## src/mat_pkg.sv

```systemverilog
// ------------------------------------------------------------------
// Matrix data package: dimensions, derived sizes and packed types
// for elements, rows, slices and column chunks
// ------------------------------------------------------------------
package mat_pkg;

    // Fixed matrix shape
    localparam int elem_w     = 16;
    localparam int mat_rows   = 8;
    localparam int mat_cols   = 8;
    localparam int block_size = 2;
    localparam int num_cores  = 2;

    // Slicing of the frame
    localparam int slice_rows       = block_size * num_cores;
    localparam int chunks_per_slice = mat_cols / block_size;
    localparam int slices_per_frame = mat_rows / slice_rows;
    localparam int last_slice_base  = (slices_per_frame - 1) * slice_rows;

    // Index widths
    localparam int row_addr_w  = $clog2(mat_rows);
    localparam int slice_idx_w = $clog2(slice_rows);
    localparam int chunk_idx_w = $clog2(chunks_per_slice);
    localparam int col_idx_w   = $clog2(mat_cols);

    typedef logic [elem_w-1:0] elem_t;

    // Column 0 sits in the top bits
    typedef elem_t [0:mat_cols-1] row_t;

    // Slice row 0 sits in the top bits
    typedef row_t [0:slice_rows-1] slice_t;

    // One lane is a block of adjacent elements from one row
    typedef elem_t [0:block_size-1] lane_t;

    // Slice row 0 drives the top lane
    typedef lane_t [0:slice_rows-1] chunk_t;

endpackage

```

## src/seq_pkg.sv

```systemverilog
// ------------------------------------------------------------------
// Sequencing package: FSM state encodings of the three stages
// ------------------------------------------------------------------
package seq_pkg;

    // Row writer
    typedef enum logic {
        wr_idle,
        wr_fill
    } wr_state_t;

    // Slice reader
    typedef enum logic [1:0] {
        rd_idle,
        rd_read,
        rd_wait_hand,
        rd_done
    } rd_state_t;

    // Chunk serializer
    typedef enum logic {
        ser_idle,
        ser_emit
    } ser_state_t;

endpackage

```

## src/ram_1w1r.sv

```systemverilog
// ------------------------------------------------------------------
// Row buffer RAM, one write port and one registered read port
// ------------------------------------------------------------------
`timescale 1ns/1ps

module ram_1w1r (
    input  logic                          clk,
    input  logic                          we,
    input  logic [mat_pkg::row_addr_w-1:0] write_addr,
    input  logic [mat_pkg::row_addr_w-1:0] read_addr,
    input  mat_pkg::row_t                 din,
    output mat_pkg::row_t                 dout
);
    import mat_pkg::*;

    row_t mem [mat_rows];

    always_ff @(posedge clk) begin
        if (we) begin
            mem[write_addr] <= din;
        end
    end

    // Data shows up one cycle after the address
    always_ff @(posedge clk) begin
        dout <= mem[read_addr];
    end

endmodule

```

## src/row_writer.sv

```systemverilog
// ------------------------------------------------------------------
// Fill stage: counts incoming rows into the RAM write port and
// flags a complete frame
// ------------------------------------------------------------------
`timescale 1ns/1ps

module row_writer (
    input  logic                           clk,
    input  logic                           rst_n,
    input  logic                           en,
    input  logic                           frame_busy,
    input  mat_pkg::row_t                  in_row,
    output logic                           we,
    output logic [mat_pkg::row_addr_w-1:0] write_addr,
    output mat_pkg::row_t                  din,
    output logic                           fill_done
);
    import mat_pkg::*;
    import seq_pkg::*;

    wr_state_t             state;
    logic [row_addr_w-1:0] row_cnt;
    logic                  last_wr;
    logic                  accept;

    // Also blocked while the last row is still on its way to the RAM
    assign accept = en && !frame_busy && !last_wr && !fill_done;

    always_ff @(posedge clk) begin
        if (!rst_n) begin
            state     <= wr_idle;
            row_cnt   <= '0;
            we        <= 1'b0;
            last_wr   <= 1'b0;
            fill_done <= 1'b0;
        end else begin
            we        <= accept;
            last_wr   <= 1'b0;
            fill_done <= last_wr;
            case (state)
                wr_idle: begin
                    if (accept) begin
                        row_cnt <= row_cnt + 1'b1;
                        state   <= wr_fill;
                    end
                end
                wr_fill: begin
                    if (accept) begin
                        if (row_cnt == row_addr_w'(mat_rows - 1)) begin
                            row_cnt <= '0;
                            last_wr <= 1'b1;
                            state   <= wr_idle;
                        end else begin
                            row_cnt <= row_cnt + 1'b1;
                        end
                    end
                end
                default: state <= wr_idle;
            endcase
        end
    end

    always_ff @(posedge clk) begin
        if (accept) begin
            write_addr <= row_cnt;
            din        <= in_row;
        end
    end

endmodule

```

## src/slice_reader.sv

```systemverilog
// ------------------------------------------------------------------
// Slice reader: fetches slice_rows consecutive RAM rows into a slice
// buffer and hands the slice over when the serializer is free
// ------------------------------------------------------------------
`timescale 1ns/1ps

module slice_reader (
    input  logic                           clk,
    input  logic                           rst_n,
    input  logic                           fill_done,
    input  logic                           ser_busy,
    output logic [mat_pkg::row_addr_w-1:0] read_addr,
    input  mat_pkg::row_t                  dout,
    output mat_pkg::slice_t                slice_data,
    output logic                           slice_load,
    output logic                           last_slice
);
    import mat_pkg::*;
    import seq_pkg::*;

    rd_state_t              state;
    logic [row_addr_w-1:0]  slice_base;
    logic [slice_idx_w-1:0] row_idx;
    logic [slice_idx_w-1:0] row_idx_d;
    logic                   rd_valid_d;
    logic                   buf_full;
    slice_t                 slice_buf;

    assign read_addr = slice_base + row_addr_w'(row_idx);

    // Handover only with a complete buffer and an idle serializer
    assign slice_load = (state == rd_wait_hand) && buf_full && !ser_busy;
    assign last_slice = slice_load && (slice_base == row_addr_w'(last_slice_base));

    assign slice_data = slice_buf;

    always_ff @(posedge clk) begin
        if (!rst_n) begin
            state      <= rd_idle;
            slice_base <= '0;
            row_idx    <= '0;
            row_idx_d  <= '0;
            rd_valid_d <= 1'b0;
            buf_full   <= 1'b0;
        end else begin
            // Tracks which slice row the RAM returns next cycle
            rd_valid_d <= (state == rd_read);
            row_idx_d  <= row_idx;

            if (rd_valid_d && (row_idx_d == slice_idx_w'(slice_rows - 1))) begin
                buf_full <= 1'b1;
            end

            case (state)
                rd_idle: begin
                    if (fill_done) begin
                        state <= rd_read;
                    end
                end
                rd_read: begin
                    row_idx <= row_idx + 1'b1;
                    if (row_idx == slice_idx_w'(slice_rows - 1)) begin
                        state <= rd_wait_hand;
                    end
                end
                rd_wait_hand: begin
                    if (slice_load) begin
                        buf_full <= 1'b0;
                        if (last_slice) begin
                            slice_base <= '0;
                            state      <= rd_done;
                        end else begin
                            slice_base <= slice_base + row_addr_w'(slice_rows);
                            state      <= rd_read;
                        end
                    end
                end
                rd_done: begin
                    state <= rd_idle;
                end
                default: state <= rd_idle;
            endcase
        end
    end

    // Slice buffer, one row per returning RAM word
    always_ff @(posedge clk) begin
        if (rd_valid_d) begin
            slice_buf[row_idx_d] <= dout;
        end
    end

endmodule

```

## src/chunk_serializer.sv

```systemverilog
// ------------------------------------------------------------------
// Chunk serializer: holds one slice and emits its column chunks,
// one per cycle, flagging the end of the slice and of the frame
// ------------------------------------------------------------------
`timescale 1ns/1ps

module chunk_serializer (
    input  logic            clk,
    input  logic            rst_n,
    input  mat_pkg::slice_t slice_data,
    input  logic            slice_load,
    input  logic            last_slice,
    output logic            ser_busy,
    output mat_pkg::chunk_t out_chunk,
    output logic            chunk_valid,
    output logic            slice_done,
    output logic            frame_done
);
    import mat_pkg::*;
    import seq_pkg::*;

    ser_state_t             state;
    slice_t                 slice_q;
    logic [chunk_idx_w-1:0] chunk_cnt;
    logic                   last_q;
    logic                   last_chunk;
    logic [col_idx_w-1:0]   col_base;

    assign ser_busy    = (state == ser_emit);
    assign chunk_valid = (state == ser_emit);
    assign last_chunk  = (state == ser_emit) &&
                         (chunk_cnt == chunk_idx_w'(chunks_per_slice - 1));
    assign slice_done  = last_chunk;
    assign frame_done  = last_chunk && last_q;

    // First column of the current chunk
    assign col_base = col_idx_w'(chunk_cnt) * col_idx_w'(block_size);

    always_comb begin
        for (int r = 0; r < slice_rows; r++) begin
            for (int e = 0; e < block_size; e++) begin
                out_chunk[r][e] = slice_q[r][col_base + col_idx_w'(e)];
            end
        end
    end

    always_ff @(posedge clk) begin
        if (!rst_n) begin
            state     <= ser_idle;
            chunk_cnt <= '0;
            last_q    <= 1'b0;
        end else begin
            case (state)
                ser_idle: begin
                    if (slice_load) begin
                        chunk_cnt <= '0;
                        last_q    <= last_slice;
                        state     <= ser_emit;
                    end
                end
                ser_emit: begin
                    chunk_cnt <= chunk_cnt + 1'b1;
                    if (last_chunk) begin
                        state <= ser_idle;
                    end
                end
                default: state <= ser_idle;
            endcase
        end
    end

    always_ff @(posedge clk) begin
        if (slice_load) begin
            slice_q <= slice_data;
        end
    end

endmodule

```

## src/n2r_buffer.sv

```systemverilog
// ------------------------------------------------------------------
// Row-major to chunk-major reorder buffer for the multiply array
// ------------------------------------------------------------------
`timescale 1ns/1ps

module n2r_buffer (
    input  logic            clk,
    input  logic            rst_n,
    input  logic            en,
    input  mat_pkg::row_t   in_row,
    output mat_pkg::chunk_t out_chunk,
    output logic            chunk_valid,
    output logic            slice_done,
    output logic            frame_done
);
    import mat_pkg::*;

    logic                  we;
    logic [row_addr_w-1:0] write_addr;
    logic [row_addr_w-1:0] read_addr;
    row_t                  din;
    row_t                  dout;
    logic                  fill_done;
    slice_t                slice_data;
    logic                  slice_load;
    logic                  last_slice;
    logic                  ser_busy;
    logic                  frame_busy;

    // Frame in flight between fill and last chunk
    always_ff @(posedge clk) begin
        if (!rst_n) begin
            frame_busy <= 1'b0;
        end else if (fill_done) begin
            frame_busy <= 1'b1;
        end else if (frame_done) begin
            frame_busy <= 1'b0;
        end
    end

    row_writer row_writer_i (
        .clk        (clk),
        .rst_n      (rst_n),
        .en         (en),
        .frame_busy (frame_busy),
        .in_row     (in_row),
        .we         (we),
        .write_addr (write_addr),
        .din        (din),
        .fill_done  (fill_done)
    );

    ram_1w1r ram_1w1r_i (
        .clk        (clk),
        .we         (we),
        .write_addr (write_addr),
        .read_addr  (read_addr),
        .din        (din),
        .dout       (dout)
    );

    slice_reader slice_reader_i (
        .clk        (clk),
        .rst_n      (rst_n),
        .fill_done  (fill_done),
        .ser_busy   (ser_busy),
        .read_addr  (read_addr),
        .dout       (dout),
        .slice_data (slice_data),
        .slice_load (slice_load),
        .last_slice (last_slice)
    );

    chunk_serializer chunk_serializer_i (
        .clk         (clk),
        .rst_n       (rst_n),
        .slice_data  (slice_data),
        .slice_load  (slice_load),
        .last_slice  (last_slice),
        .ser_busy    (ser_busy),
        .out_chunk   (out_chunk),
        .chunk_valid (chunk_valid),
        .slice_done  (slice_done),
        .frame_done  (frame_done)
    );

endmodule

```

## config.mk

```make
export PLATFORM = sky130hd
export DESIGN_NAME = n2r_buffer
export DESIGN_NICKNAME = d
export VERILOG_FILES = /design/src/mat_pkg.sv /design/src/seq_pkg.sv /design/src/ram_1w1r.sv /design/src/row_writer.sv /design/src/slice_reader.sv /design/src/chunk_serializer.sv /design/src/n2r_buffer.sv
export SDC_FILE = /design/constraint.sdc
export NUM_CORES = 2
export LEC_CHECK = 0
export ABC_AREA = 1
export BUFFER_PORTS_ARGS = -buffer_cell sky130_fd_sc_hd__buf_2
export CORE_MARGIN = 3
export CORE_UTILIZATION = 45
export DETAILED_ROUTE_END_ITERATION = 12
export PLACE_DENSITY_LB_ADDON = 0.2
export RECOVER_POWER = 25
export SLEW_MARGIN = 20
export SYNTH_ARGS = -nofsm -noshare
export SYNTH_HDL_FRONTEND = slang
export SYNTH_SLANG_ARGS = --single-unit
```

## constraint.sdc

```tcl
create_clock -name clk -period 77 [get_ports clk]
set_clock_uncertainty 0.2 [all_clocks]
set_input_delay 15.4 -clock clk [delete_from_list [all_inputs] [get_ports clk]]
set_output_delay 15.4 -clock clk [all_outputs]
set_load 0.02 [all_outputs]
```

==> qor.txt <==
Count of cells along the worst hold path - 0
Post-Syn Instances - 5,414
Number of detailed-routing iterations run before antenna repair - 5
Overall die area - 187,300 um^2
Destination of the worst hold path - chunk_serializer_i.slice_q[217]
Leading cell type in the layout, fill and taps excluded - sky130_fd_sc_hd__edfxtp_1
Register area share after synthesis - 0.8347
Synth Register Bits - 2,328
PwrDens - 27.41 nW/um^2
Pin count of the biggest net entering global routing - 217
Count of distinct cell types in the synthesized netlist - 25
Worst slew slack as a fraction of its limit - 0.2049
Number of design-rule violations left by the first detailed-router iteration - 4,250
Top library cells by usage in the layout, fill and taps aside - 2,179 x sky130_fd_sc_hd__edfxtp_1, 1,167 x sky130_fd_sc_hd__nor2_1, 642 x sky130_fd_sc_hd__o21ai_0, 545 x sky130_fd_sc_hd__nand2_1, 261 x sky130_fd_sc_hd__buf_2
Final hold violation count - 0
First-pass GRT wire length - 288,500 um
Dominant cells by area after synthesis - sky130_fd_sc_hd__edfxtp_1 80%, sky130_fd_sc_hd__nor2_1 5.4%, sky130_fd_sc_hd__o21ai_0 3.9%
Routed WL per cell - 24.38 um
VDD IR-drop max - 0.02032 mV
Total congestion overflow - 0
Number of global-route vias before repair - 41,630
Initial antenna violation count - 39
Endpoint of the worst register-to-register path - ram_1w1r_i.dout[95]
Via-per-instance ratio - 5.311
Setup TNS - 0 ns
Final #Nets - 5,813
Share of Yosys cell area claimed by the top area cell type - 0.7983
Count of standard-cell rows - 156
Count of buffers inserted at the top-level ports - 261
Final max-slew violation count - 0
Vertical die dimension - 432.8 um
P&R area growth vs syn - 13.46%
Switching power share of the total - 0.2008
Max-cap check violation count - 0
Share of layout cells above drive strength 1 - 0.1189
Routed Wire Length - 201,200 um
Syn_nets - 5,550
Setup repair after global routing missed its margin - no
Skew-Pair Late Insertion Delay - 0.85 ns
All-layer global routing usage - 0.2123
Run status - finished clean
Share of total power in sequential cells - 0.554
Number of hold buffers added after cts - 0
Leakage power - 0.03171 uW
Combinational group share of total power - 0.016
Overall power - 2549 uW
Count of final setup violators - 0
Maximum fanout count along the critical path - 93
Clock-pin slew of the registers on the worst-case setup and hold paths - 0.07 ns
Final RePlAce weighted congestion - 0.7767
HP Start - slice_reader_i.slice_data[217]
Non-filler instance count after layout - 8,255
Die X - 432.8 um
Number of inserted filler cells in the final layout - 14,760
Type of the setup path with the least slack - flip-flop to output pin
Internal - 2037 uW
Overall via count from detail_route - 43,840
Reg2Reg Launch Point - slice_reader_i.row_idx[1]
Maximum clock path buffer count - 3
Post-CTS Setup Bufs - 0
Startpoint type of the worst setup path - flip-flop
Syn avg cell area - 15.14 um^2
Placeable core region - 180,900 um^2
Total CTS buffers - 221
Required time reported for the critical path endpoint - 61.40 ns
Post-detailed-placement half-perimeter wirelength - 115,100 um
Data arrival time of the worst path - 4.66 ns
Period utilization - 0.2631
Type of element capturing the critical path - output pin
Peak Freq - 0.04936 GHz
Worst R2R Setup Slack - 72.77 ns
Hold Crit Class - flip-flop to flip-flop
Cell count after placement - 7,824
Slew @ Worst Pin - 1.193 ns
Residual DRC count - 0
Count of antenna-violating nets left after detailed routing - 0
Post-synth design cell area - 81,970 um^2
Register-to-Register Path Depth - 9
YS warnings - 0
Biggest area consumer among synthesized cells - sky130_fd_sc_hd__edfxtp_1
Shortest clock period the worst path allows after layout - 20.26 ns
Starting density of the core - 0.4530
Switch Pwr - 511.8 uW
Fraction of power consumed by the clock network - 0.430
H-tree levels - 4
Core utilization of the finished layout - 0.5140
Clock tree sinks - 2,328
CTS tree - done
Post-cts gate resize count - 0
Clock root buffer - sky130_fd_sc_hd__clkbuf_16
Num ports - 262
==> worst max-delay path by stage <==
stage                     slack (ns)                         to                             from  cells after the start
final                          56.74             out_chunk[121]  chunk_serializer_i.chunk_cnt[0]                      6
after CTS                      56.75             out_chunk[124]  chunk_serializer_i.chunk_cnt[0]                      6
after global routing           56.52              out_chunk[92]  chunk_serializer_i.chunk_cnt[0]                      6
after detailed placement       57.67             out_chunk[124]  chunk_serializer_i.chunk_cnt[0]                      6
after global placement         57.79             out_chunk[106]  chunk_serializer_i.chunk_cnt[0]                      6
after floorplan                52.84  chunk_serializer_i.last_q          slice_reader_i.state[0]                      5
==> stage by stage <==
step,hold slack [ns],worst slack [ns],area (um^2)
finish,0.1860,56.74,93000
global route,0.1915,56.52,92970
CTS,0.1932,56.75,92960
detailed placement,0.2045,57.67,85450
global placement,0.2003,57.79,85450
floorplan,0.2003,52.84,81970
==> flip-flops by register name, summed over array words and instances, names as in the netlist <==
signal / count
row_writer_i.last_wr: 1
row_writer_i.we: 1
slice_reader_i.slice_base: 1
chunk_serializer_i.slice_q: 512
ram_1w1r_i.dout: 128
row_writer_i.din: 128
chunk_serializer_i.chunk_valid: 1
slice_reader_i.buf_full: 1
row_writer_i.write_addr: 3
row_writer_i.state: 1
row_writer_i.fill_done: 1
slice_reader_i.row_idx_d: 2
frame_busy: 1
slice_reader_i.state: 2
chunk_serializer_i.last_q: 1
chunk_serializer_i.chunk_cnt: 2
row_writer_i.row_cnt: 3
ram_1w1r_i.mem: 1024
slice_reader_i.rd_valid_d: 1
slice_reader_i.slice_data: 512
slice_reader_i.row_idx: 2
==> critical path: stages, from the launching register on <==
cell and delay, ns:
sky130_fd_sc_hd__dfxtp_4 0.44, sky130_fd_sc_hd__buf_4 0.65, sky130_fd_sc_hd__buf_4 0.84, sky130_fd_sc_hd__buf_4 0.77
sky130_fd_sc_hd__o21ai_0 0.23, sky130_fd_sc_hd__o22ai_1 0.34, sky130_fd_sc_hd__buf_2 0.24
==> power by group through the flow <==
stage / Sequential [uW] / Clock, uW / Combinational, uW
after floorplan: 1430 / 0 / 20.2
after global placement: 1440 / 0 / 40.2
after detailed placement: 1440 / 0 / 40.6
after CTS: 1410 / 1120 / 40.7
after global routing: 1410 / 1170 / 43.8
final: 1410 / 1100 / 39.7
==> kinds of logic after synthesis <==
group,count (synthesis),share of synthesized area
DFF,2328,0.8347
and+or+nand+nor,1729,0.07927
AOI/OAI and AO/OA,1040,0.06547
buffers and inverters,310,0.01968
adders and majority gates,5,0.0007632
xor gates and xnor gates,1,0.0001069
other,1,0.00004575
==> layer usage <==
layer	wire (um)	track usage	vias to the layer above	share of wire
met5	0	0	-	0
met4	6448	0.07186	0	0.032
met3	10870	0.02932	293	0.054
met2	97290	0.3453	1351	0.48
met1	86640	0.2962	22070	0.43
li1	-	-	20130	-
==> cells in the mapped netlist (all sizes together) <==
cell type and count:
nand3 2, inv 26, clkinv 1, nor3 4, nor2 1178, edfxtp 2179, xnor2 1, clkbuf 115
o22ai 129, o21ai 902, buf 168, a21oi 9, nand2 545, conb 1, ha 5, dfxtp 149
==> final cells by class <==
cell class / count / area (um^2) / area share
Antenna cell: 13 / 32.53 / 0.0003498
Clock buffer: 311 / 6331 / 0.06808
Clock inverter: 107 / 1182 / 0.01271
Inverter: 27 / 133.9 / 0.001440
Multi-Input combinational cell: 2776 / 12050 / 0.1296
Sequential cell: 2328 / 68430 / 0.7358
Tap cell: 2370 / 2965 / 0.03189
Timing Repair Buffer: 323 / 1876 / 0.02017
Note: power is estimated with default switching activity, not from simulation.
